**src/verilog/awg_consts.svh**
```systemverilog
// awg constants: sizes, Wishbone register map and output latency of the waveform generator
`ifndef AWG_CONSTS_SVH
`define AWG_CONSTS_SVH

//////////////////////////////
// sizes
//////////////////////////////

// number of independent output channels
`define AWG_CHANNELS 4
// buffer words per channel, one word per dac_clk cycle on readout
`define AWG_DEPTH 64
`define AWG_SAMPLE_WIDTH 16
`define AWG_PARALLEL_SAMPLES 2

//////////////////////////////
// wishbone register map
//////////////////////////////

`define AWG_WB_ADR_W 12
`define AWG_WB_DAT_W 32
// per-channel registers sit at base + channel number
`define AWG_REG_DEPTH_BASE 12'h000
`define AWG_REG_TRIG_BASE 12'h010
`define AWG_REG_BURST_BASE 12'h020
// bit 0 start, bit 1 stop
`define AWG_REG_CTRL 12'h030
// bit 0 active
`define AWG_REG_STATUS 12'h031
// set selects buffer memory, bits 7:6 channel, bits 5:0 word
`define AWG_MEM_SEL_BIT 11

// edges from start ack to first word on the dac ports
`define AWG_OUT_LATENCY 3

`endif

```
**src/verilog/awg_pkg.sv**
```systemverilog
// awg package: shared data types of the waveform generator datapath and control
`include "awg_consts.svh"

package awg_pkg;

  //////////////////////////////
  // datapath types
  //////////////////////////////

  // one dac word, parallel samples packed lowest sample first
  typedef logic [`AWG_PARALLEL_SAMPLES*`AWG_SAMPLE_WIDTH-1:0] sample_word_t;

  // buffer address, also used for the stored last address of a frame
  typedef logic [$clog2(`AWG_DEPTH)-1:0] frame_addr_t;

  // frame counter and stored burst length minus one
  typedef logic [15:0] burst_len_t;

  // channel select on the write path
  typedef logic [$clog2(`AWG_CHANNELS)-1:0] chan_idx_t;

  //////////////////////////////
  // control types
  //////////////////////////////

  // trigger output behaviour per channel
  typedef enum logic [1:0] {
    // no pulse at all
    trig_off   = 2'd0,
    // pulse with the first word of the burst
    trig_burst = 2'd1,
    // pulse with the first word of each frame
    trig_frame = 2'd2
  } trig_mode_t;

  // run state owned by the register block
  typedef enum logic {
    run_idle   = 1'b0,
    run_active = 1'b1
  } run_state_t;

endpackage

```
**src/verilog/awg_cfg_if.sv**
```systemverilog
// awg config interface: buffer writes, per-channel settings and run state to the channels
`include "awg_consts.svh"

interface awg_cfg_if import awg_pkg::*; ();

  // buffer write port, at most one word per cycle across all channels
  logic         wr_en;
  chan_idx_t    wr_chan;
  frame_addr_t  wr_addr;
  sample_word_t wr_data;

  // per-channel settings, only changed while idle
  // last buffer address of a frame
  frame_addr_t address_max [`AWG_CHANNELS];
  // frames per burst minus one
  burst_len_t  burst_length [`AWG_CHANNELS];
  trig_mode_t  trig_mode [`AWG_CHANNELS];

  // high for the whole burst, low also clears channel sequencers
  logic active;

  // register block side
  modport regs (
    output wr_en, wr_chan, wr_addr, wr_data,
    output address_max, burst_length, trig_mode,
    output active
  );

  // each channel picks its own array entry
  modport channel (
    input wr_en, wr_chan, wr_addr, wr_data,
    input address_max, burst_length, trig_mode,
    input active
  );

endinterface

```
**src/verilog/awg_stream_if.sv**
```systemverilog
// awg stream interface: one channel's sample, trigger and status into the output stage
`include "awg_consts.svh"

interface awg_stream_if import awg_pkg::*; ();

  // all four signals refer to the same cycle

  // sample word, zero whenever the channel is not playing
  sample_word_t sample;
  // marks the sample as the start of a burst or frame
  logic trigger;
  // sample belongs to the burst
  logic playing;
  // channel has issued its final word
  logic done;

  // channel side
  modport source (
    output sample, trigger, playing, done
  );

  // output stage side
  modport sink (
    input sample, trigger, playing, done
  );

endinterface

```
**src/verilog/awg_channel.sv**
```systemverilog
// awg channel: waveform buffer, frame and burst sequencer, trigger and output pipeline
`include "awg_consts.svh"

module awg_channel import awg_pkg::*; #(
  parameter chan_idx_t CHANNEL_ID = '0
) (
  input  logic          dac_clk,
  input  logic          dac_reset,
  awg_cfg_if.channel    cfg,
  awg_stream_if.source  stream
);

  sample_word_t mem [`AWG_DEPTH];

  frame_addr_t  last_addr;
  burst_len_t   last_frame;
  trig_mode_t   mode;

  frame_addr_t  rd_addr;
  burst_len_t   frame_cnt;
  logic         done_flag;
  logic         at_last;
  logic         final_frame;
  logic         issuing;
  logic         trig_hit;

  // first pipeline stage
  sample_word_t rd_data;
  logic         play_s1;
  logic         trig_s1;
  logic         done_s1;

  // own entries of the shared config
  assign last_addr  = cfg.address_max[CHANNEL_ID];
  assign last_frame = cfg.burst_length[CHANNEL_ID];
  assign mode       = cfg.trig_mode[CHANNEL_ID];

  //////////////////////////////
  // waveform buffer
  //////////////////////////////

  // write from the bus while idle, read every cycle into the first stage
  always_ff @(posedge dac_clk) begin
    if (cfg.wr_en && (cfg.wr_chan == CHANNEL_ID)) begin
      mem[cfg.wr_addr] <= cfg.wr_data;
    end
    rd_data <= mem[rd_addr];
  end

  //////////////////////////////
  // read sequencer
  //////////////////////////////

  assign at_last     = (rd_addr == last_addr);
  assign final_frame = (frame_cnt == last_frame);
  // current address is a real burst word
  assign issuing     = cfg.active & ~done_flag;

  // trigger at the start of a frame, burst mode only on frame 0
  assign trig_hit = issuing & (rd_addr == '0) &
                    ((mode == trig_frame) | ((mode == trig_burst) & (frame_cnt == '0)));

  // address 0 is presented as soon as active rises
  always_ff @(posedge dac_clk) begin
    if (dac_reset) begin
      rd_addr   <= '0;
      frame_cnt <= '0;
      done_flag <= 1'b0;
    end else if (!cfg.active) begin
      // idle or stopped, rewind for the next start
      rd_addr   <= '0;
      frame_cnt <= '0;
      done_flag <= 1'b0;
    end else if (!done_flag) begin
      if (at_last) begin
        rd_addr <= '0;
        // last word of the last frame goes out now
        if (final_frame) begin
          done_flag <= 1'b1;
        end else begin
          frame_cnt <= frame_cnt + 1'b1;
        end
      end else begin
        rd_addr <= rd_addr + 1'b1;
      end
    end
  end

  //////////////////////////////
  // output pipeline
  //////////////////////////////

  // status bits follow the word through both stages
  always_ff @(posedge dac_clk) begin
    if (dac_reset) begin
      play_s1        <= 1'b0;
      trig_s1        <= 1'b0;
      done_s1        <= 1'b0;
      stream.sample  <= '0;
      stream.playing <= 1'b0;
      stream.trigger <= 1'b0;
      stream.done    <= 1'b0;
    end else begin
      play_s1 <= issuing;
      trig_s1 <= trig_hit;
      done_s1 <= done_flag;
      // zero select, finished or idle channels drive silence
      stream.sample  <= play_s1 ? rd_data : '0;
      stream.playing <= play_s1;
      stream.trigger <= trig_s1;
      stream.done    <= done_s1;
    end
  end

endmodule

```
**src/flat_wrapper.sv**
```systemverilog
// flat-port wrapper written by rule: the top's interface ports become plain ports
module awg_channel_flat import awg_pkg::*;
#(
  parameter chan_idx_t CHANNEL_ID = '0
)
  (dac_clk, dac_reset, cfg_wr_en, cfg_wr_chan, cfg_wr_addr, cfg_wr_data, cfg_address_max, cfg_burst_length, cfg_trig_mode, cfg_active, stream_sample, stream_trigger, stream_playing, stream_done);
  awg_cfg_if cfg_i ();
  awg_stream_if stream_i ();
  input  logic dac_clk;
  input  logic dac_reset;
  input wire logic [$bits(cfg_i.wr_en)-1:0] cfg_wr_en;
  input wire logic [$bits(cfg_i.wr_chan)-1:0] cfg_wr_chan;
  input wire logic [$bits(cfg_i.wr_addr)-1:0] cfg_wr_addr;
  input wire logic [$bits(cfg_i.wr_data)-1:0] cfg_wr_data;
  input wire logic [$bits(cfg_i.address_max)-1:0] cfg_address_max;
  input wire logic [$bits(cfg_i.burst_length)-1:0] cfg_burst_length;
  input wire logic [$bits(cfg_i.trig_mode)-1:0] cfg_trig_mode;
  input wire logic [$bits(cfg_i.active)-1:0] cfg_active;
  output wire logic [$bits(stream_i.sample)-1:0] stream_sample;
  output wire logic [$bits(stream_i.trigger)-1:0] stream_trigger;
  output wire logic [$bits(stream_i.playing)-1:0] stream_playing;
  output wire logic [$bits(stream_i.done)-1:0] stream_done;
  assign cfg_i.wr_en = cfg_wr_en;
  assign cfg_i.wr_chan = cfg_wr_chan;
  assign cfg_i.wr_addr = cfg_wr_addr;
  assign cfg_i.wr_data = cfg_wr_data;
  assign cfg_i.address_max = {>>{cfg_address_max}};
  assign cfg_i.burst_length = {>>{cfg_burst_length}};
  assign cfg_i.trig_mode = {>>{cfg_trig_mode}};
  assign cfg_i.active = cfg_active;
  assign stream_sample = stream_i.sample;
  assign stream_trigger = stream_i.trigger;
  assign stream_playing = stream_i.playing;
  assign stream_done = stream_i.done;
  awg_channel #(.CHANNEL_ID(CHANNEL_ID)) u_core (.dac_clk(dac_clk), .dac_reset(dac_reset), .cfg(cfg_i), .stream(stream_i));
endmodule
```
**config.mk**
```make
export PLATFORM = sky130hd
export DESIGN_NAME = awg_channel_flat
export DESIGN_NICKNAME = d
export VERILOG_FILES = /design/src/verilog/awg_pkg.sv /design/src/verilog/awg_cfg_if.sv /design/src/verilog/awg_stream_if.sv /design/src/verilog/awg_channel.sv /design/src/flat_wrapper.sv
export VERILOG_INCLUDE_DIRS = /design/src /design/src/verilog
export SDC_FILE = /design/constraint.sdc
export NUM_CORES = 2
export LEC_CHECK = 0
export ABC_CLOCK_PERIOD_IN_PS = 3100
export BUFFER_PORTS_ARGS = -buffer_cell sky130_fd_sc_hd__buf_2
export CAP_MARGIN = 30
export CORE_MARGIN = 8
export CORE_UTILIZATION = 56
export CTS_CLUSTER_DIAMETER = 100
export CTS_CLUSTER_SIZE = 24
export DETAILED_ROUTE_END_ITERATION = 10
export PLACE_DENSITY = 0.84
export SLEW_MARGIN = 15
export SYNTH_ARGS = -nofsm -noshare
export SYNTH_HDL_FRONTEND = slang
export SYNTH_SLANG_ARGS = --single-unit
```
**constraint.sdc**
```tcl
create_clock -name dac_clk -period 3.1 [get_ports dac_clk]
set_clock_uncertainty 0.05 [all_clocks]
set_input_delay 0.31 -clock dac_clk [delete_from_list [all_inputs] [get_ports dac_clk]]
set_output_delay 0.31 -clock dac_clk [all_outputs]
set_load 0.005 [all_outputs]
```
* After elaboration in Yosys (flattened, before gate mapping)
Memories as Yosys holds them, arrays and structs flattened. A register that Yosys moved wholly into a read port is not among the register bits. Index checks and enable logic that the tools add are counted.
Cells by class: reductions and logical operators 7, bitwise logic cells 9, eq/ne operators 4, multiplexer cells 6, add/sub/neg operators 2
Operators with widths (number):
- $add 16x1->16 const B | 1
- $eq 16x16->1 | 1
- $logic_not 16->1 | 1
- $add 6x1->6 const B | 1
- $eq 6x6->1 | 1
- $logic_not 6->1 | 1
- $mux 6 | 1
- $mux 1 | 5
- $and 1x1->1 | 4
- $not 1->1 | 4
- $reduce_or 2->1 | 2
- $reduce_and 3->1 | 1
- $eq 2x1->1 const B | 1
- $eq 2x2->1 const B | 1
- $logic_not 2->1 | 1
- $logic_and 1x1->1 | 1
- $or 1x1->1 | 1
Word-level totals: bits in writable memories 2048, flip-flop bits (word level) 61, memories 1, input port bits 140, word-level logic and storage cells 39
Memory list:
- u_core.mem | depth 64, width 32, rd ports 1, clocked after Yosys merged registers in 1, wr ports 1, line awg_channel.sv:13 | sample_word_t mem [`AWG_DEPTH];

* Depth between registers and ports, before layout
word-level depth 4, mapped depth 12

* Worst setup path after synthesis
OpenSTA, ideal clock, no wires.
path kind input port to flip-flop, from input port cfg_wr_addr[1], to memory u_core.mem[61][0] in the netlist's numbering, enable pin, arrival time 2.516 ns, path slack 0.113 ns, buffers on the path 0, cell stages on the path 3, cell sequence nor4b_1 nand3_1 nor2_1
RTL lines:
- start: declaration | line flat_wrapper.sv:13 | input wire logic [$bits(cfg_i.wr_addr)-1:0] cfg_wr_addr;
- end: declaration | line awg_channel.sv:13
Straight into the memory's write port.

==> run metrics <==
Die W 397 um; sequential share of power approximately two thirds; synth-to-layout area growth 11.0%; max cap viols 0; ANT nets after route 0; crit path DAT ~3.6 ns; top_reg_cell synth edfxtp_1; Final Cycle Share 98.7%; top-area cell type share of the netlist area between 70% and 80%; Worst setup EP type flip-flop; Switching Power 9.76 mW; clk slew on worst S/H paths 0.10 ns; PostCTS Resize Cnt 0; post-route minimum period 3.06 ns; Power Density around 540 mW/mm^2; slew at the pin with the worst max-slew slack 0.943 ns; sink of the worst hold path u_core.mem[39][3]; DRC Markers 0; ys async rst share 0%; TritonCTS Buffers 99; total wire length 204000 um; synth unique cells 47; Pwr Total 48.6 mW; Die ar. 0.158 sq mm; htree depth 3; Clk pwr share 30.2%; Final Hold Viols 0; sequence of cells on the critical path buf_12, buf_12, buf_12, mux4_2, and2_1, a211oi_1, a21oi_1, a221o_1; worst skew pair latency 0.75 ns; #FFs+latches synth 2141; YS warnings 0; sequential fraction of the synthesis area 78.0%; Clock Sink Count 2141; Worst R2R Path Depth 8; grt total ovfl 0; maximum number of pins on one net before global-route repair 74; max-slew violations 0; FP Rows 139; layout cell share with drive strength beyond 1 between 20% and 30%; RR Startpoint u_core.rd_addr[0]; final core area utilization between 60% and 70%; Slowest-stage cell, CP mux4_2; Via-to-Cell Ratio just under 7; number of enable flip-flop cells after synthesis just over 2k; highest clock rate 327 MHz; share of power burned in combinational logic 4.5%; status complete, no violations; Hold Path Stages 1; critical path startpoint category flip-flop; cells after synthesis 3574; post-synthesis cell area 0.0813 sq mm; Root Driver clkbuf_16; IO Count between 150 and 200; Yosys top cell by area edfxtp_1; max_slew headroom 36.3%; initial antenna violation count 16; Setup TNS 0 ns; total track usage 25.2%; drt wl/cell 34.9 um; Multi-input gate area 0.0174 sq mm; final RePlAce weighted congestion 0.818; first-pass GRT wire length 288000 um; peak supply drop between 0.5 and 0.6 mV; CP Class flip-flop to flip-flop; hold slack 0.0469 ns; most common cell in the netlist edfxtp_1; die height slightly below 400 um; P_leak 27.3 nW; syn nets 3718; Avg Inst Size Synth 22.7 sq um; Vias 40.3k; Pre-Repair DR Iteration Count 6; flop-to-flop setup slack 0.04 ns; core area 0.144 sq mm; pre-CTS WS 0.155 ns; final setup vio count 0; initial core utilization between 50 and 60%; maximum clock path buffer count 3; Hold Crit Start cfg_wr_data[3]; Post-DP HPWL ~120000 um; switch share 20.1%; Synth area leaders edfxtp_1, mux4_2, dfxtp_1; Worst R2R End u_core.rd_data[28]; Port Buffers 102; crit-path max cell delay around 0.55 ns; storage element area 0.0634 sq mm; Req. time, crit path 3.67 ns; internal power 38.8 mW; vias in the first global route 41.2k; postcts setup bufs 0; min setup slack post-route 0.0394 ns; cell repeated most along the worst path buf_12; # nets final 4023; worst min path class input port to flip-flop; CP max FO 27; top cells by count, synth edfxtp_1, mux4_2, nor2_1, nand2_1, dfxtp_1; Filler Cells Inserted slightly below 9k; RSZ-0062 raised after global routing false; CTS tree built; initial DRC count 6098
-- flip-flops by register name, summed over array words and instances, names as in the netlist --
register / cells
u_core.done_flag: 1
u_core.done_s1: 1
u_core.frame_cnt: 16
u_core.mem: 2048
u_core.play_s1: 1
u_core.rd_addr: 6
u_core.rd_data: 32
u_core.stream.done: 1
u_core.stream.playing: 1
u_core.stream.sample: 32
u_core.stream.trigger: 1
u_core.trig_s1: 1
-- power by group through the flow --
stage / registers [mW] / logic (mW) / clock network, mW
final: 31.7 / 2.17 / 14.6
after global routing: 31.8 / 2.27 / 15.5
after CTS: 31.8 / 2.03 / 14.7
after detailed placement: 32.4 / 2.00 / 0
after global placement: 32.4 / 1.90 / 0
after floorplan: 32.4 / 1.10 / 0
-- worst max-delay path, delay by kind of cell, from the launching register on --
family,cells,cell delay [ns]
buf+inv,3,0.68
flops,1,0.52
simple gates,1,0.19
mux,1,0.55
compound gates,3,0.92
-- repair_timing --
item | CTS | global route
endpoints found under the hold margin | 35 | 338
hold buffers | 4 | 22
setup endpoints to repair | 0 | 0
-- worst max-delay path by stage --
stage,cells past startpoint,endpoint,from
floorplan,3,u_core.mem[61][0],cfg_wr_addr[1]
global placement,6,u_core.rd_data[13],u_core.rd_addr[0]
detailed placement,8,u_core.rd_data[17],u_core.rd_addr[0]
CTS,8,u_core.rd_data[28],u_core.rd_addr[0]
global route,8,u_core.rd_data[28],u_core.rd_addr[0]
finish,8,u_core.rd_data[28],u_core.rd_addr[0]
-- logic make-up (layout without fill, tap and decap cells) --
family                     Yosys count  after routing  synth area share [%]
adders and majority gates            4              4                0.0616
DFF                               2141           2141                  78.0
and+or+nand+nor                    356            356                  2.12
buffers and inverters              198            556                  1.22
AOI/OAI and AO/OA                  216            216                  1.82
muxes                              627            627                  16.5
other                                0              7                     0
xor gates and xnor gates            32             32                 0.345
-- per-layer routing --
metal	share of wire, %	wire length [um]	track usage (%)
met1	34	69100	32.2
met2	51	104000	43.0
met3	11	23000	4.51
met4	3.9	7910	10.8
met5	0.041	84	0
-- cells in the final DEF (no fill, tap or decap), types with 7 or more instances in the layout --
cell,synthesis,final
a221o_1,16,16
clkbuf_1,79,48
a21oi_1,72,72
edfxtp_1,2048,2048
mux4_2,565,565
a31oi_1,14,14
nor2_1,107,39
o21ai_0,14,14
xor2_1,24,24
o221ai_1,10,10
nand4_1,8,8
diode_2,0,7
nor2_4,0,64
dlygate4sd3_1,0,26
and3_1,7,7
o211ai_1,10,10
xnor2_1,8,8
dfxtp_1,93,89
nor4_1,11,11
mux2i_1,40,40
and2_1,51,51
buf_12,0,107
a211oi_1,41,41
nand3_1,14,14
mux2_2,22,22
or3_1,8,8
buf_4,22,159
nand2_1,99,99
a22o_1,16,16
buf_2,53,99
nor2b_1,32,31
clkbuf_16,0,103
a22oi_1,10,10
-- cell type report --
cell class	instances	share of cell area, %
clock inverters	3	0.0361
flip-flops and latches	2141	70.3
repair buffers	395	4.66
well taps	1903	2.64
multi-input cells	1235	19.3
inverters	7	0.0291
diodes	7	0.0194
clock buffers	151	3.06
-- metrics by stage --
step / cells / cell area (sq um)
final: 5842 / 90200
after global placement: 5626 / 86500
after global routing: 5839 / 90200
after floorplan: 3574 / 81300
after CTS: 5786 / 89400
after detailed placement: 5628 / 86500
Power figures use the tool's default switching activity.
