File: src/verilog/awg_consts.svh
// awg constants: sizes, Wishbone register map and output latency of the waveform generator
`ifndef AWG_CONSTS_SVH
`define AWG_CONSTS_SVH

//////////////////////////////
// sizes
//////////////////////////////

// number of independent output channels
`define AWG_CHANNELS 4
// buffer words per channel, one word per dac_clk cycle on readout
`define AWG_DEPTH 64
`define AWG_SAMPLE_WIDTH 16
`define AWG_PARALLEL_SAMPLES 2

//////////////////////////////
// wishbone register map
//////////////////////////////

`define AWG_WB_ADR_W 12
`define AWG_WB_DAT_W 32
// per-channel registers sit at base + channel number
`define AWG_REG_DEPTH_BASE 12'h000
`define AWG_REG_TRIG_BASE 12'h010
`define AWG_REG_BURST_BASE 12'h020
// bit 0 start, bit 1 stop
`define AWG_REG_CTRL 12'h030
// bit 0 active
`define AWG_REG_STATUS 12'h031
// set selects buffer memory, bits 7:6 channel, bits 5:0 word
`define AWG_MEM_SEL_BIT 11

// edges from start ack to first word on the dac ports
`define AWG_OUT_LATENCY 3

`endif

File: src/verilog/awg_pkg.sv
// awg package: shared data types of the waveform generator datapath and control
`include "awg_consts.svh"

package awg_pkg;

  //////////////////////////////
  // datapath types
  //////////////////////////////

  // one dac word, parallel samples packed lowest sample first
  typedef logic [`AWG_PARALLEL_SAMPLES*`AWG_SAMPLE_WIDTH-1:0] sample_word_t;

  // buffer address, also used for the stored last address of a frame
  typedef logic [$clog2(`AWG_DEPTH)-1:0] frame_addr_t;

  // frame counter and stored burst length minus one
  typedef logic [15:0] burst_len_t;

  // channel select on the write path
  typedef logic [$clog2(`AWG_CHANNELS)-1:0] chan_idx_t;

  //////////////////////////////
  // control types
  //////////////////////////////

  // trigger output behaviour per channel
  typedef enum logic [1:0] {
    // no pulse at all
    trig_off   = 2'd0,
    // pulse with the first word of the burst
    trig_burst = 2'd1,
    // pulse with the first word of each frame
    trig_frame = 2'd2
  } trig_mode_t;

  // run state owned by the register block
  typedef enum logic {
    run_idle   = 1'b0,
    run_active = 1'b1
  } run_state_t;

endpackage

File: src/verilog/awg_cfg_if.sv
// awg config interface: buffer writes, per-channel settings and run state to the channels
`include "awg_consts.svh"

interface awg_cfg_if import awg_pkg::*; ();

  // buffer write port, at most one word per cycle across all channels
  logic         wr_en;
  chan_idx_t    wr_chan;
  frame_addr_t  wr_addr;
  sample_word_t wr_data;

  // per-channel settings, only changed while idle
  // last buffer address of a frame
  frame_addr_t address_max [`AWG_CHANNELS];
  // frames per burst minus one
  burst_len_t  burst_length [`AWG_CHANNELS];
  trig_mode_t  trig_mode [`AWG_CHANNELS];

  // high for the whole burst, low also clears channel sequencers
  logic active;

  // register block side
  modport regs (
    output wr_en, wr_chan, wr_addr, wr_data,
    output address_max, burst_length, trig_mode,
    output active
  );

  // each channel picks its own array entry
  modport channel (
    input wr_en, wr_chan, wr_addr, wr_data,
    input address_max, burst_length, trig_mode,
    input active
  );

endinterface

File: src/verilog/awg_wb_regs.sv
// awg register block: Wishbone classic slave, channel config registers and run FSM
`include "awg_consts.svh"

module awg_wb_regs import awg_pkg::*; (
  input  logic                     dac_clk,
  input  logic                     dac_reset,
  input  logic                     wb_cyc,
  input  logic                     wb_stb,
  input  logic                     wb_we,
  input  logic [`AWG_WB_ADR_W-1:0] wb_adr,
  input  logic [`AWG_WB_DAT_W-1:0] wb_dat_w,
  output logic [`AWG_WB_DAT_W-1:0] wb_dat_r,
  output logic                     wb_ack,
  input  logic                     burst_done,
  awg_cfg_if.regs                  cfg
);

  localparam int CHAN_W  = $bits(chan_idx_t);
  localparam int ADDR_W  = $bits(frame_addr_t);
  localparam int BURST_W = $bits(burst_len_t);

  logic                     req;
  logic                     wr_req;
  logic                     mem_sel;
  logic [`AWG_WB_ADR_W-1:0] reg_base;
  chan_idx_t                reg_chan;
  logic                     depth_sel;
  logic                     trig_sel;
  logic                     burst_sel;
  logic                     ctrl_sel;
  logic                     status_sel;
  logic                     cfg_open;
  logic                     start_cmd;
  logic                     stop_cmd;
  logic [`AWG_WB_DAT_W-1:0] rd_mux;
  run_state_t               state;

  //////////////////////////////
  // address decode
  //////////////////////////////

  // new request only while ack is low, so each request is answered once
  assign req    = wb_cyc & wb_stb & ~wb_ack;
  assign wr_req = req & wb_we;

  assign mem_sel  = wb_adr[`AWG_MEM_SEL_BIT];
  // low bits pick the channel, the rest picks the register group
  assign reg_base = {wb_adr[`AWG_WB_ADR_W-1:CHAN_W], {CHAN_W{1'b0}}};
  assign reg_chan = wb_adr[CHAN_W-1:0];

  assign depth_sel  = ~mem_sel & (reg_base == `AWG_REG_DEPTH_BASE);
  assign trig_sel   = ~mem_sel & (reg_base == `AWG_REG_TRIG_BASE);
  assign burst_sel  = ~mem_sel & (reg_base == `AWG_REG_BURST_BASE);
  assign ctrl_sel   = (wb_adr == `AWG_REG_CTRL);
  assign status_sel = (wb_adr == `AWG_REG_STATUS);

  // config and buffer writes only land while idle, otherwise acked and dropped
  assign cfg_open = (state == run_idle);

  assign start_cmd = wr_req & ctrl_sel & wb_dat_w[0];
  assign stop_cmd  = wr_req & ctrl_sel & wb_dat_w[1];

  //////////////////////////////
  // buffer write path
  //////////////////////////////

  // combinational so the word lands in the buffer on the ack edge
  assign cfg.wr_en   = wr_req & mem_sel & cfg_open;
  // bits 7:6 channel, bits 5:0 word index
  assign cfg.wr_chan = wb_adr[ADDR_W +: CHAN_W];
  assign cfg.wr_addr = wb_adr[ADDR_W-1:0];
  assign cfg.wr_data = wb_dat_w;

  // config registers
  always_ff @(posedge dac_clk) begin
    if (dac_reset) begin
      for (int c = 0; c < `AWG_CHANNELS; c++) begin
        cfg.address_max[c]  <= '0;
        cfg.burst_length[c] <= '0;
        cfg.trig_mode[c]    <= trig_off;
      end
    end else if (wr_req && cfg_open) begin
      if (depth_sel) begin
        cfg.address_max[reg_chan] <= wb_dat_w[ADDR_W-1:0];
      end
      if (trig_sel) begin
        cfg.trig_mode[reg_chan] <= trig_mode_t'(wb_dat_w[1:0]);
      end
      // host writes a frame count, the sequencer compares against count - 1
      if (burst_sel) begin
        cfg.burst_length[reg_chan] <= wb_dat_w[BURST_W-1:0] - 1'b1;
      end
    end
  end

  //////////////////////////////
  // run FSM
  //////////////////////////////

  // start while active and stop while idle fall through unchanged
  always_ff @(posedge dac_clk) begin
    if (dac_reset) begin
      state <= run_idle;
    end else begin
      case (state)
        run_idle: begin
          if (start_cmd) begin
            state <= run_active;
          end
        end
        run_active: begin
          if (stop_cmd || burst_done) begin
            state <= run_idle;
          end
        end
        default: state <= run_idle;
      endcase
    end
  end

  assign cfg.active = (state == run_active);

  //////////////////////////////
  // read back and ack
  //////////////////////////////

  // buffer memory and unmapped addresses read as zero
  always_comb begin
    rd_mux = '0;
    if (depth_sel) begin
      rd_mux[ADDR_W-1:0] = cfg.address_max[reg_chan];
    end
    if (trig_sel) begin
      rd_mux[1:0] = cfg.trig_mode[reg_chan];
    end
    if (burst_sel) begin
      rd_mux[BURST_W-1:0] = cfg.burst_length[reg_chan];
    end
    if (status_sel) begin
      rd_mux[0] = cfg.active;
    end
  end

  // single-cycle slave, ack one edge after the request
  always_ff @(posedge dac_clk) begin
    if (dac_reset) begin
      wb_ack   <= 1'b0;
      wb_dat_r <= '0;
    end else begin
      wb_ack <= req;
      if (req && !wb_we) begin
        wb_dat_r <= rd_mux;
      end
    end
  end

endmodule
File: src/flat_wrapper.sv
// flat-port wrapper written by rule: the top's interface ports become plain ports
module awg_wb_regs_flat import awg_pkg::*;
  (dac_clk, dac_reset, wb_cyc, wb_stb, wb_we, wb_adr, wb_dat_w, wb_dat_r, wb_ack, burst_done, cfg_wr_en, cfg_wr_chan, cfg_wr_addr, cfg_wr_data, cfg_address_max, cfg_burst_length, cfg_trig_mode, cfg_active);
  awg_cfg_if cfg_i ();
  input  logic dac_clk;
  input  logic dac_reset;
  input  logic wb_cyc;
  input  logic wb_stb;
  input  logic wb_we;
  input  logic [`AWG_WB_ADR_W-1:0] wb_adr;
  input  logic [`AWG_WB_DAT_W-1:0] wb_dat_w;
  output logic [`AWG_WB_DAT_W-1:0] wb_dat_r;
  output logic wb_ack;
  input  logic burst_done;
  output wire logic [$bits(cfg_i.wr_en)-1:0] cfg_wr_en;
  output wire logic [$bits(cfg_i.wr_chan)-1:0] cfg_wr_chan;
  output wire logic [$bits(cfg_i.wr_addr)-1:0] cfg_wr_addr;
  output wire logic [$bits(cfg_i.wr_data)-1:0] cfg_wr_data;
  output wire logic [$bits(cfg_i.address_max)-1:0] cfg_address_max;
  output wire logic [$bits(cfg_i.burst_length)-1:0] cfg_burst_length;
  output wire logic [$bits(cfg_i.trig_mode)-1:0] cfg_trig_mode;
  output wire logic [$bits(cfg_i.active)-1:0] cfg_active;
  assign cfg_wr_en = cfg_i.wr_en;
  assign cfg_wr_chan = cfg_i.wr_chan;
  assign cfg_wr_addr = cfg_i.wr_addr;
  assign cfg_wr_data = cfg_i.wr_data;
  assign cfg_address_max = {>>{cfg_i.address_max}};
  assign cfg_burst_length = {>>{cfg_i.burst_length}};
  assign cfg_trig_mode = {>>{cfg_i.trig_mode}};
  assign cfg_active = cfg_i.active;
  awg_wb_regs u_core (.dac_clk(dac_clk), .dac_reset(dac_reset), .wb_cyc(wb_cyc), .wb_stb(wb_stb), .wb_we(wb_we), .wb_adr(wb_adr), .wb_dat_w(wb_dat_w), .wb_dat_r(wb_dat_r), .wb_ack(wb_ack), .burst_done(burst_done), .cfg(cfg_i));
endmodule
File: config.mk
export PLATFORM = sky130hd
export DESIGN_NAME = awg_wb_regs_flat
export DESIGN_NICKNAME = d
export VERILOG_FILES = /design/src/verilog/awg_pkg.sv /design/src/verilog/awg_cfg_if.sv /design/src/verilog/awg_wb_regs.sv /design/src/flat_wrapper.sv
export VERILOG_INCLUDE_DIRS = /design/src /design/src/verilog
export SDC_FILE = /design/constraint.sdc
export NUM_CORES = 1
export LEC_CHECK = 0
export BUFFER_PORTS_ARGS = -buffer_cell sky130_fd_sc_hd__buf_2
export CAP_MARGIN = 20
export CORE_MARGIN = 2
export CORE_UTILIZATION = 49
export DETAILED_ROUTE_END_ITERATION = 16
export MAX_ROUTING_LAYER = met4
export PLACE_DENSITY_LB_ADDON = 0.2
export SLEW_MARGIN = 20
export SYNTH_ARGS = -nofsm -noshare
export SYNTH_HDL_FRONTEND = slang
export SYNTH_SLANG_ARGS = --single-unit
File: constraint.sdc
create_clock -name dac_clk -period 2.2 [get_ports dac_clk]
set_input_delay 0.11 -clock dac_clk [delete_from_list [all_inputs] [get_ports dac_clk]]
set_output_delay 0.11 -clock dac_clk [all_outputs]
set_load 0.03 [all_outputs]
=== Yosys cells after proc, flatten, opt, wreduce, memory -nomap -nowiden ===
Index checks and enable logic that the tools add are counted.

* Register bits: 114
* Input bits: 50
* Output and inout port bits: 171
* Word-level logic and storage cells: 71

* Add/sub/neg operators: 1
* Order comparisons: 2
* Equality and inequality tests: 4
* Muxes and demuxes: 25
* Bitwise gates (word level): 15
* Reduce and logical (&&, ||, !) cells: 9

{| class="wikitable"
|+ Operators with widths
! cell !! count
|-
| 64-bit bitwise mux || 1
|-
| 16-bit two-way mux || 4
|-
| 16-bit binary-select mux with 2-bit select || 1
|-
| 16-bit demux with 2-bit select || 1
|-
| 24-bit bitwise mux || 1
|-
| 12-bit by 6-bit equality test with 1-bit output (second input constant) || 2
|-
| 6-bit two-way mux || 4
|-
| 16-bit by 1-bit subtractor with 16-bit output (second input constant) || 1
|-
| 6-bit binary-select mux with 2-bit select || 1
|-
| 6-bit demux with 2-bit select || 1
|-
| 12-bit zero test || 1
|-
| 1-bit AND || 11
|-
| 10-bit by 3-bit equality test with 1-bit output (second input constant) || 1
|-
| 10-bit by 4-bit equality test with 1-bit output (second input constant) || 1
|-
| 8-bit bitwise mux || 1
|-
| 2-bit two-way mux || 4
|-
| 2-bit AND reduction || 3
|-
| 2-bit binary-select mux with 2-bit select || 1
|-
| 2-bit demux with 2-bit select || 1
|-
| 3-bit >= comparator (second input constant) || 1
|-
| 1-bit logical AND || 3
|-
| 3-bit by 1-bit < comparator with 1-bit output (second input constant) || 1
|-
| 1-bit two-way mux || 3
|-
| 1-bit inverter || 3
|-
| 4 further kinds || 4
|}

=== Logic depth before layout (Yosys ltp) ===
Gate-level depths: netlist (run 1).

* Depth after elaboration: 8
* Depth in mapped cells: 8
* Gate-level depth less buffers: 7

=== Worst setup path before layout (run 1) ===
No wires, ideal clock.

* Path kind: register to register
* Start: register u_core.wb_ack
* End: register u_core.cfg.burst_length[19]
* Library setup time: 0.128 ns
* Arrival time: 1.623 ns
* Data required time: 2.072 ns
* Slack: 0.449 ns
* Stages on the path, launching flop included: 8
* Path buffers: 2
* Clock period less this slack: 1.751 ns
* Cells stage by stage: dfxtp_1 -> and4b_1 -> nor2b_1 -> and3_1 -> buf_2 -> buf_4 -> mux2i_1 -> nor2_1

* Cells in the longest elaborated chain, start to end: 5

{| class="wikitable"
|+ Ends and longest elaborated chain
! element !! RTL line !! RTL
|-
| start: declaration || awg_wb_regs.sv:13 || <nowiki>output logic wb_ack,</nowiki>
|-
| start signal: assignment || awg_wb_regs.sv:150 || <nowiki>wb_ack <= req;</nowiki>
|-
| 1-bit inverter || awg_wb_regs.sv:43 || <nowiki>assign req = wb_cyc & wb_stb & ~wb_ack;</nowiki>
|-
| 1-bit AND || awg_wb_regs.sv:43 ||
|-
| 1-bit AND || awg_wb_regs.sv:44 || <nowiki>assign wr_req = req & wb_we;</nowiki>
|-
| 1-bit logical AND || awg_wb_regs.sv:82 || <nowiki>end else if (wr_req && cfg_open) begin</nowiki>
|-
| 2-bit AND reduction (no line) || - ||
|-
| end signal: indexed assignment || awg_wb_regs.sv:91 || <nowiki>cfg.burst_length[reg_chan] <= wb_dat_w[BURST_W-1:0] - 1'b1;</nowiki>
|-
| end: declaration || awg_cfg_if.sv:25 || <nowiki>output address_max, burst_length, trig_mode,</nowiki>
|}

No other way between the ends.
A chain may end at the register's enable or synchronous reset.

=== Worst setup path after layout (run 1) ===
* Start: register u_core.wb_ack
* End: register u_core.cfg.address_max[10]

* Cells in the longest elaborated chain, start to end: 5

{| class="wikitable"
|+ Ends and longest elaborated chain
! element !! RTL line !! RTL
|-
| 1-bit inverter || awg_wb_regs.sv:43 ||
|-
| 1-bit AND || awg_wb_regs.sv:43 ||
|-
| 1-bit AND || awg_wb_regs.sv:44 ||
|-
| 1-bit logical AND || awg_wb_regs.sv:82 ||
|-
| 2-bit AND reduction (no line) || - ||
|-
| end signal: indexed assignment || awg_wb_regs.sv:84 || <nowiki>cfg.address_max[reg_chan] <= wb_dat_w[ADDR_W-1:0];</nowiki>
|-
| end: declaration || awg_cfg_if.sv:25 ||
|}

No other way between the ends.

==> reports/results.ini, run 1 <==
[final_layout]
syn_to_final_growth_pct = 22.6
antenna_cells = 0
fin_nets = 743
finalNonFillerCells = 848
post-route-util = 0.611
drive_gt1_frac = 0.363

[synthesis]
synth.avg_cell_area_um2 = 9.97
synth_top_family_by_area = multiplexers
synth-xor-area-share = 0.0217
syn-cell-area_um2 = 5640
synth-seq-cells = 114
synth_edf_count = 0
yosys_most_used_dff = dfxtp_1
synth_fa_ha_area_frac = 0.00222
synth_cells = 566
ys_async_sr_fraction = 0
yosys.area_share.simple = 0.169
synth_compound_area_frac = 0.0741
seq_area_frac_synth = 0.404
ys_types = 45
ys_warn_count = 0
synthMuxAreaShare = 0.211

[timing]
final.setup_skew_ns = 0.00759
finalSetupViolCount = 0
fin_crit_sh = 0.851
slew_violations = 0
max_freq_ghz = 0.534
relSlewSlack = 0.562
hold_viol_final = 0
fin_setup_tns_ns = 0
holdWs_ns = 0.0885
layout_min_cycle_time_ns = 1.87
tightestPinTransition_ns = 0.657
grt_setup_unrepaired = no

[clocking]
htreeDepth = 4
tritoncts = built
clk_path_buf_depth = 2
worstSkewPairLatency_ns = 0.40
postCtsSetupRepairBufs = 0
root_buffer = clkbuf_16
clk_transition_reported_paths_ns = 0.05
cts_resized = 0
postCtsHoldBufs = 3
cts.sinks = 114
cts_buffers = 17

[setup_path]
crit_family = simple AND/OR/NAND/NOR gates
cp_common_cell = and4b_1
cp_num_buf_inv = 0
crit_chain = and4b_1 > and4b_1 > nand4_2 > mux2i_1 > nor2_1
critPathLaunchType = flip-flop
max_stage_delay_ns = 0.42
cp_num_cells = 5
required_ns = 2.46
critPathArrivalTime_ns = 2.13
path_class = reg -> reg
crit_slowest_cell = and4b_1
path_max_fanout = 8
r2r_cells = 5
endpoint_kind = flip-flop

[die]
dieWidth_um = 111
io_pins = 221
die_area_um2 = 12400
initial_core_util = 0.498
core_area_um2 = 11300
die_h_um = 111
fp-row-count = 39

[worst_hold_path]
min_path_type = in -> reg
hold_path_depth = 3

[global_route]
grt_max_degree = 62
antenna_found_initial = 0
groute.usage.overall = 0.256
grt_overflow = 0
grt_pass1_wl_um = 24100
grt_pass1_vias = 4487

[power_and_ir_drop]
p_leak_nw = 3.16
vdd_ir_drop_max_mv = 0.586
power.density_nw_per_um2 = 758

[routing]
dr.pass1.iters = 5
drtIter0Drc = 231
routed_wl_um = 15300
via_count = 4633
drtAntennaViolNets = 0
via_per_inst = 5.46
post_drt_wl_per_cell_um = 18.1
drc = 0

[placement]
gp_congestion = 0.833
dp.cells = 813
port_buffers = 172
dp_hpwl_um = 11000

[run_status]
outcome = finished, final reports clean

[flow_run]
cap_viol_max_count = 0

## cell usage in the layout, fill, tap and decap left out, drive strengths merged, types with 2 or more instances in the layout
| cell | synthesis | layout |
|---|---|---|
| dlygate4sd3 | 0 | 3 |
| clkinv | 0 | 6 |
| conb | 1 | 16 |
| a21oi | 6 | 6 |
| dfxtp | 114 | 114 |
| mux4 | 23 | 23 |
| and4b | 2 | 2 |
| nand4 | 12 | 12 |
| a22oi | 14 | 14 |
| clkbuf | 19 | 21 |
| buf | 79 | 187 |
| nor2b | 4 | 4 |
| xor2 | 5 | 5 |
| nand2b | 2 | 2 |
| nor3 | 11 | 11 |
| mux2i | 66 | 66 |
| nand3 | 4 | 4 |
| nand2 | 12 | 12 |
| and3 | 3 | 3 |
| nor4 | 4 | 4 |
| nor2 | 120 | 120 |
| nand3b | 3 | 3 |
| and2 | 2 | 2 |
| inv | 6 | 6 |
| xnor2 | 9 | 9 |
| bufinv | 0 | 4 |
| a211oi | 30 | 30 |
## worst register-to-register path, delay by kind of cell, from the launching register on
family	cells	cell delay, ns
flip-flops	1	0.31
AND/OR/NAND/NOR	4	1.13
multiplexers	1	0.29
## final timing paths
path / from / to / slack (ns)
worst max-delay path: u_core.wb_ack$_SDFF_PP0_ / u_core.cfg.address_max[10]$_SDFFE_PP0P_ / 0.33
worst min-delay path: wb_dat_w[3] / u_core.cfg.address_max[3]$_SDFFE_PP0P_ / 0.09
worst max register to register: u_core.wb_ack$_SDFF_PP0_ / u_core.cfg.address_max[10]$_SDFFE_PP0P_ / 0.33
worst min register to register: u_core.wb_dat_r[0]$_SDFFE_PP0P_ / u_core.wb_dat_r[0]$_SDFFE_PP0P_ / 0.48
## power breakdown
| group | switching, mW | internal (mW) |
|---|---|---|
| clock | 0.919 | 1.88 |
| sequential | 0.000786 | 2.07 |
| combinational | 0.269 | 0.103 |
| total | 1.19 | 4.05 |
## per-stage QoR
| stage | setup slack [ns] | area [um2] | power [mW] |
|---|---|---|---|
| 2_1_floorplan | 0.449 | 5700 | 2.47 |
| 3_3_place_gp | 0.329 | 6280 | 2.48 |
| 3_5_place_dp | 0.257 | 6280 | 2.48 |
| 4_1_cts | 0.319 | 6920 | 5.28 |
| 5_1_grt | 0.188 | 6920 | 5.41 |
| 6_report | 0.328 | 6920 | 5.24 |
## cell families after synthesis
kind of cell / count (synthesis)
XOR/XNOR: 14
AND/OR/NAND/NOR: 185
adder cells (fa/ha/maj): 1
multiplexers: 90
flip-flops: 114
other: 1
AO/OA/AOI/OAI: 57
buffers and inverters: 104
## Yosys cell counts, types with 2 or more instances
library cell / number / area share
xnor2_1: 9 / 0.014
nor3_1: 6 / 0.0053
nand3b_1: 3 / 0.0040
and3_1: 3 / 0.0033
and4b_1: 2 / 0.0035
mux2i_1: 66 / 0.12
xor2_1: 5 / 0.0078
a21oi_1: 6 / 0.0053
buf_2: 12 / 0.011
nor4_4: 3 / 0.011
nor2_1: 120 / 0.080
nand2_1: 12 / 0.0080
and2_1: 2 / 0.0022
inv_1: 6 / 0.0040
nand3_1: 4 / 0.0035
nand4_2: 4 / 0.0089
nor3_2: 4 / 0.0071
nand2b_1: 2 / 0.0022
mux4_2: 23 / 0.092
nand4_1: 8 / 0.0089
nor2b_1: 4 / 0.0044
buf_4: 66 / 0.088
clkbuf_1: 19 / 0.013
a211oi_1: 30 / 0.040
dfxtp_1: 114 / 0.40
a22oi_1: 14 / 0.019
## sequential cells by signal (all words and copies together) (netlist names)
signal,cells
u_core.cfg.active,1
u_core.cfg.address_max,24
u_core.cfg.burst_length,64
u_core.cfg.trig_mode,8
u_core.wb_ack,1
u_core.wb_dat_r,16
## layout make-up
type | instances | area [um2]
clock buffers | 21 | 440
fillers | 984 | 4400
inverters | 6 | 22.5
clock inverters | 11 | 161
multi-input cells | 363 | 2760
repair buffers | 190 | 1070
flip-flops and latches | 114 | 2280
well taps | 143 | 179
## per-layer routing
metal / wire length, um / share of wire / vias up / GRT usage
li1: - / - / 2174 / -
met1: 6830 / 0.45 / 2250 / 0.336
met2: 7330 / 0.48 / 188 / 0.390
met3: 994 / 0.065 / 21 / 0.0640
met4: 163 / 0.011 / 0 / 0.0823
met5: 0 / 0 / - / -
(Power assumes the default switching activity.)
==> inputs of run 2 (changes only) <==
Settings changed: CTS_CLUSTER_DIAMETER set to 30, GPL_TIMING_DRIVEN set to 0.
==> run 2 against run 1 <==
Die area did not move. Worst hold slack got worse by 0.013 ns. Critical endpoint is now u_core.cfg.burst_length[20]$_SDFFE_PP0P_. Wire length rose by 13%. Utilization rose by 4.1 points. Non-clock buffer count rose by 94. Clock skew rose by 0.00080 ns. Fmax fell by 7.9%. Register-to-register slack got worse by 0.16 ns. Combinational power rose by 37%. Critical path depth rose by 2. First-iteration DRC count rose by 38%. Highest routed layer unchanged.
==> reports/results.ini, run 2 (synthesis gave the netlist of run 1 again) <==
[final_layout]
antenna_cells = 0
fin_nets = 837
syn_to_final_growth_pct = 30.8
finalNonFillerCells = 939
layout_commonest_cell = buf_2
largest_register = u_core.cfg.burst_length
largest_register_ffs = 64
final_cell_mix = buf_2 (194), nor2_1 (120), dfxtp_1 (114)
drive_gt1_frac = 0.413
largestRegisters = u_core.cfg.burst_length (64), u_core.cfg.address_max (24), u_core.wb_dat_r (16)

[worst_hold_path]
min_to = u_core.cfg.address_max[3]$_SDFFE_PP0P_
min_from = wb_dat_w[3]
hold_path_depth = 3
min_path_type = in -> reg

[power_and_ir_drop]
p_total_mw = 5.17
vdd_ir_drop_max_mv = 0.472
p_leak_nw = 3.50
power.density_nw_per_um2 = 700

[routing]
drtIter0Drc = 318
via_count = 5139
drtAntennaViolNets = 0
via_per_inst = 5.47
routed_wl_um = 17300
post_drt_wl_per_cell_um = 18.4
dr.pass1.iters = 5
drc = 0

[setup_path]
endpoint_kind = flip-flop
cp_num_buf_inv = 2
critPathArrivalTime_ns = 2.29
critPathLaunchType = flip-flop
crit_slowest_cell = and4b_1
required_ns = 2.46
r2r-start = u_core.wb_ack$_SDFF_PP0_
crit_chain = and4b_1 > nor2b_1 > and3_1 > buf_2 > buf_4 > mux2i_1 > nor2_1
r2r_cells = 7
reg2reg_slack_ns = 0.17
crit_family = simple AND/OR/NAND/NOR gates
rr_endpoint = u_core.cfg.burst_length[20]$_SDFFE_PP0P_
max_stage_delay_ns = 0.34
path_class = reg -> reg
path_max_fanout = 10

[placement]
port_buffers = 182
dp_hpwl_um = 12700
gp_congestion = 0.864
dp.cells = 906
pre_cts_slack_ns = 0.0725

[die]
initial_core_util = 0.498
die_area_um2 = 12400
die_h_um = 111
io_pins = 221
core_area_um2 = 11300
dieWidth_um = 111
fp-row-count = 39

[clocking]
root_buffer = clkbuf_16
tritoncts = built
clk_path_buf_depth = 2
worstSkewPairLatency_ns = 0.41
clk_transition_reported_paths_ns = 0.05
cts_buffers = 17
cts_resized = 0
htreeDepth = 4
cts.sinks = 114

[timing]
fin_crit_sh = 0.923
max_freq_ghz = 0.492
slew_violations = 0
setup_slack_ns = 0.169
finalSetupViolCount = 0
grt_setup_unrepaired = no
relSlewSlack = 0.512
layout_min_cycle_time_ns = 2.03
tightestPinTransition_ns = 0.732
final.setup_skew_ns = 0.00840
holdWs_ns = 0.0752
hold_viol_final = 0
fin_setup_tns_ns = 0

[global_route]
grt_overflow = 0
grt_pass1_vias = 5018
grt_max_degree = 17
groute.usage.overall = 0.286
antenna_found_initial = 0
grt_pass1_wl_um = 26900

[flow_run]
cap_viol_max_count = 0

[run_status]
outcome = finished, final reports clean

==> run 2: cell count changes in the layout (fill, tap and decap cells not counted), sizes merged <==
cell and change:
buf +74, bufinv -3, dlygate4sd3 +1, clkinv -3, clkbuf +22
==> run 2: report_power, final <==
group	internal (mW)	switching, mW	total, mW
Clock	1.68	0.914	2.59
Combinational	0.175	0.333	0.508
Sequential	2.07	0.000787	2.07
Total	3.92	1.25	5.17
==> run 2: metrics by stage <==
step                instance area [um2]  utilization
finish                             7380        0.652
CTS                                7380        0.652
detailed placement                 6790        0.600
floorplan                          5700            -
global placement                   6790        0.600
global route                       7380        0.652
==> run 2: what timing repair did <==
action	in CTS	in global routing
endpoints found under the hold margin	5	0
setup endpoints to repair	0	0
hold buffers	4	0
setup buffers	0	0
==> run 2: worst min-delay path: cells and delay by family <==
kind,cells,cell delay (ns)
simple gates,1,0.07
buf+inv,1,0.17
mux,1,0.09
==> run 2: per-layer routing <==
| layer | share of wire | up-vias | track usage |
|---|---|---|---|
| met2 | 0.48 | 308 | 0.447 |
| met5 | 0 | - | - |
| met1 | 0.40 | 2426 | 0.356 |
| li1 | - | 2360 | - |
| met3 | 0.091 | 45 | 0.0749 |
| met4 | 0.031 | 0 | 0.113 |
==> run 2: worst max-delay path by stage <==
| stage | from | to | slack [ns] | cells after the start |
|---|---|---|---|---|
| 6_report | u_core.wb_ack$_SDFF_PP0_ | u_core.cfg.burst_length[20]$_SDFFE_PP0P_ | 0.17 | 7 |
| 2_1_floorplan | u_core.wb_ack$_SDFF_PP0_ | u_core.cfg.burst_length[19]$_SDFFE_PP0P_ | 0.45 | 7 |
| 4_1_cts | u_core.wb_ack$_SDFF_PP0_ | u_core.cfg.burst_length[54]$_SDFFE_PP0P_ | 0.20 | 7 |
| 3_5_place_dp | wb_dat_w[1] | u_core.cfg.burst_length[56]$_SDFFE_PP0P_ | 0.07 | 9 |
| 3_3_place_gp | wb_dat_w[1] | u_core.cfg.burst_length[8]$_SDFFE_PP0P_ | 0.11 | 9 |
| 5_1_grt | u_core.wb_ack$_SDFF_PP0_ | u_core.cfg.burst_length[20]$_SDFFE_PP0P_ | 0.01 | 7 |
==> run 2: layout make-up <==
| cell class | instances | area, um2 |
|---|---|---|
| Clock inverter | 5 | 52.6 |
| Fill cell | 937 | 3940 |
| Tap cell | 143 | 179 |
| Sequential cell | 114 | 2280 |
| Multi-Input combinational cell | 363 | 2760 |
| Inverter | 6 | 22.5 |
| Timing Repair Buffer | 186 | 951 |
| Clock buffer | 24 | 502 |
| Buffer | 98 | 638 |
==> inputs of run 3 (changes only) <==
Settings changed: SETUP_SLACK_MARGIN set to 0.3.
==> run 3 against run 2 <==
Non-clock buffer count is 2 higher. Sequential power hardly changed. Via count decreased by 0.37%. Die area stayed put. Critical path depth unchanged. Worst hold slack improved by 0.0029 ns. Critical path type is now in -> reg. Largest power group unchanged.
==> reports/results.ini, run 3 (synthesis gave the netlist of run 1 again) <==
[final_layout]
drive_gt1_frac = 0.419
largestRegisters = u_core.cfg.burst_length (64), u_core.cfg.address_max (24), u_core.wb_dat_r (16)
layout_commonest_cell = buf_2
antenna_cells = 0
fin_nets = 839
largest_register = u_core.cfg.burst_length
largest_register_ffs = 64
final_cell_area_um2 = 7440
fillers = 932
final_cell_mix = buf_2 (194), nor2_1 (120), dfxtp_1 (114)
syn_to_final_growth_pct = 31.8

[clocking]
cts.sinks = 114
worstSkewPairLatency_ns = 0.41
clk_transition_reported_paths_ns = 0.05
root_buffer = clkbuf_16
cts_buffers = 17
clk_path_buf_depth = 2
tritoncts = built
htreeDepth = 4

[timing]
final.setup_skew_ns = 0.00770
hold_viol_final = 0
tightestPinTransition_ns = 0.738
fin_crit_sh = 0.849
relSlewSlack = 0.508
finalSetupViolCount = 0
fin_setup_tns_ns = 0
max_freq_ghz = 0.535
slew_violations = 0
grt_setup_unrepaired = yes
layout_min_cycle_time_ns = 1.87

[global_route]
grt_pass1_wl_um = 27000
grt_max_degree = 17
groute.usage.overall = 0.287
grt_overflow = 0
grt_pass1_vias = 5021
antenna_found_initial = 0

[routing]
routed_wl_um = 17300
drtIter0Drc = 339
via_per_inst = 5.44
via_count = 5120
dr.pass1.iters = 5
drtAntennaViolNets = 0
drc = 0
post_drt_wl_per_cell_um = 18.4

[setup_path]
crit_chain = dlygate4sd3_1 > buf_6 > or4b_4 > nor2_1 > xor2_1 > mux2i_1 > nor2_1
cp_common_cell = nor2_1
cp_num_buf_inv = 2
path_class = in -> reg
r2r-start = u_core.wb_ack$_SDFF_PP0_
crit_slowest_cell = or4b_4
critPathLaunch = wb_dat_w[2]
max_stage_delay_ns = 0.61
endpoint_kind = flip-flop
critPathLaunchType = primary input
required_ns = 2.54
path_max_fanout = 8
critPathArrivalTime_ns = 2.21
crit_family = simple AND/OR/NAND/NOR gates

[power_and_ir_drop]
seq_power_share = 0.400
p_switching_mw = 1.25
power.share.clock = 0.501
power.density_nw_per_um2 = 695
sw_frac_of_total = 0.242
p_leak_nw = 3.53
p_total_mw = 5.17
vdd_ir_drop_max_mv = 0.471
p_int_mw = 3.92
combPwrFrac = 0.099

[die]
fp-row-count = 39
die_area_um2 = 12400
die_h_um = 111
dieWidth_um = 111
initial_core_util = 0.498
io_pins = 221
core_area_um2 = 11300

[worst_hold_path]
min_path_type = in -> reg
min_from = wb_dat_w[3]

[placement]
postPlaceCellArea_um2 = 6790
dp_hpwl_um = 12700
port_buffers = 182
gp_congestion = 0.864

[run_status]
outcome = finished, final reports clean

[flow_run]
cap_viol_max_count = 0

[run 3: per-stage QoR]
stage / instances / hold WS (ns) / worst slack, ns / utilization
after floorplan: 581 / 0.254 / 0.449 / -
after global placement: 906 / 0.389 / 0.113 / 0.600
after detailed placement: 906 / 0.394 / 0.0725 / 0.600
after CTS: 941 / 0.0691 / 0.322 / 0.655
after global routing: 941 / 0.0802 / 0.243 / 0.657
final: 941 / 0.0781 / 0.331 / 0.657
[run 3: cell type report]
| cell class | count | area (um2) | share of cell area |
|---|---|---|---|
| clock inverters | 5 | 52.6 | 0.00707 |
| clock buffers | 24 | 502 | 0.0675 |
| flip-flops and latches | 114 | 2280 | 0.307 |
| inverters | 6 | 22.5 | 0.00303 |
| repair buffers | 188 | 966 | 0.130 |
| multi-input cells | 363 | 2780 | 0.374 |
| well taps | 143 | 179 | 0.0241 |
| plain buffers | 98 | 653 | 0.0878 |
[run 3: worst register-to-register path, delay by kind of cell (launching register included)]
family	cells	cell delay, ns
simple gates	4	0.91
flops	1	0.31
mux	1	0.30
buf+inv	1	0.20
[run 3: path summary, 6_finish.rpt]
| kind | endpoint | slack (ns) | cells past startpoint |
|---|---|---|---|
| worst max-delay path | u_core.cfg.burst_length[54]$_SDFFE_PP0P_ | 0.33 | 7 |
| worst min-delay path | u_core.cfg.address_max[3]$_SDFFE_PP0P_ | 0.08 | 3 |
| worst min register to register | u_core.wb_dat_r[0]$_SDFFE_PP0P_ | 0.48 | 2 |
| worst max register to register | u_core.cfg.address_max[23]$_SDFFE_PP0P_ | 0.34 | 6 |
[run 3: repair_timing]
| action | CTS | global route |
|---|---|---|
| pin swaps | 1 | 1 |
| endpoints found under the hold margin | 5 | 0 |
| endpoints found under the setup margin | 32 | 67 |
| hold buffers | 4 | 0 |
| setup buffers | 2 | 0 |
| resized for setup | 4 | 9 |
[run 3: power by group through the flow]
stage | logic [mW] | registers (mW) | clock network [mW]
5_1_grt | 0.543 | 2.07 | 2.69
3_5_place_dp | 0.494 | 2.11 | 0
3_3_place_gp | 0.489 | 2.11 | 0
2_1_floorplan | 0.350 | 2.12 | 0
4_1_cts | 0.504 | 2.07 | 2.59
6_report | 0.510 | 2.07 | 2.59
[run 3: metal layers]
metal	up-vias	global-route usage	wire, um	share of wire
met3	50	0.0755	1420	0.082
met1	2422	0.358	7070	0.41
li1	2362	-	-	-
met5	-	-	0	0
met2	286	0.447	8300	0.48
met4	0	0.113	546	0.032
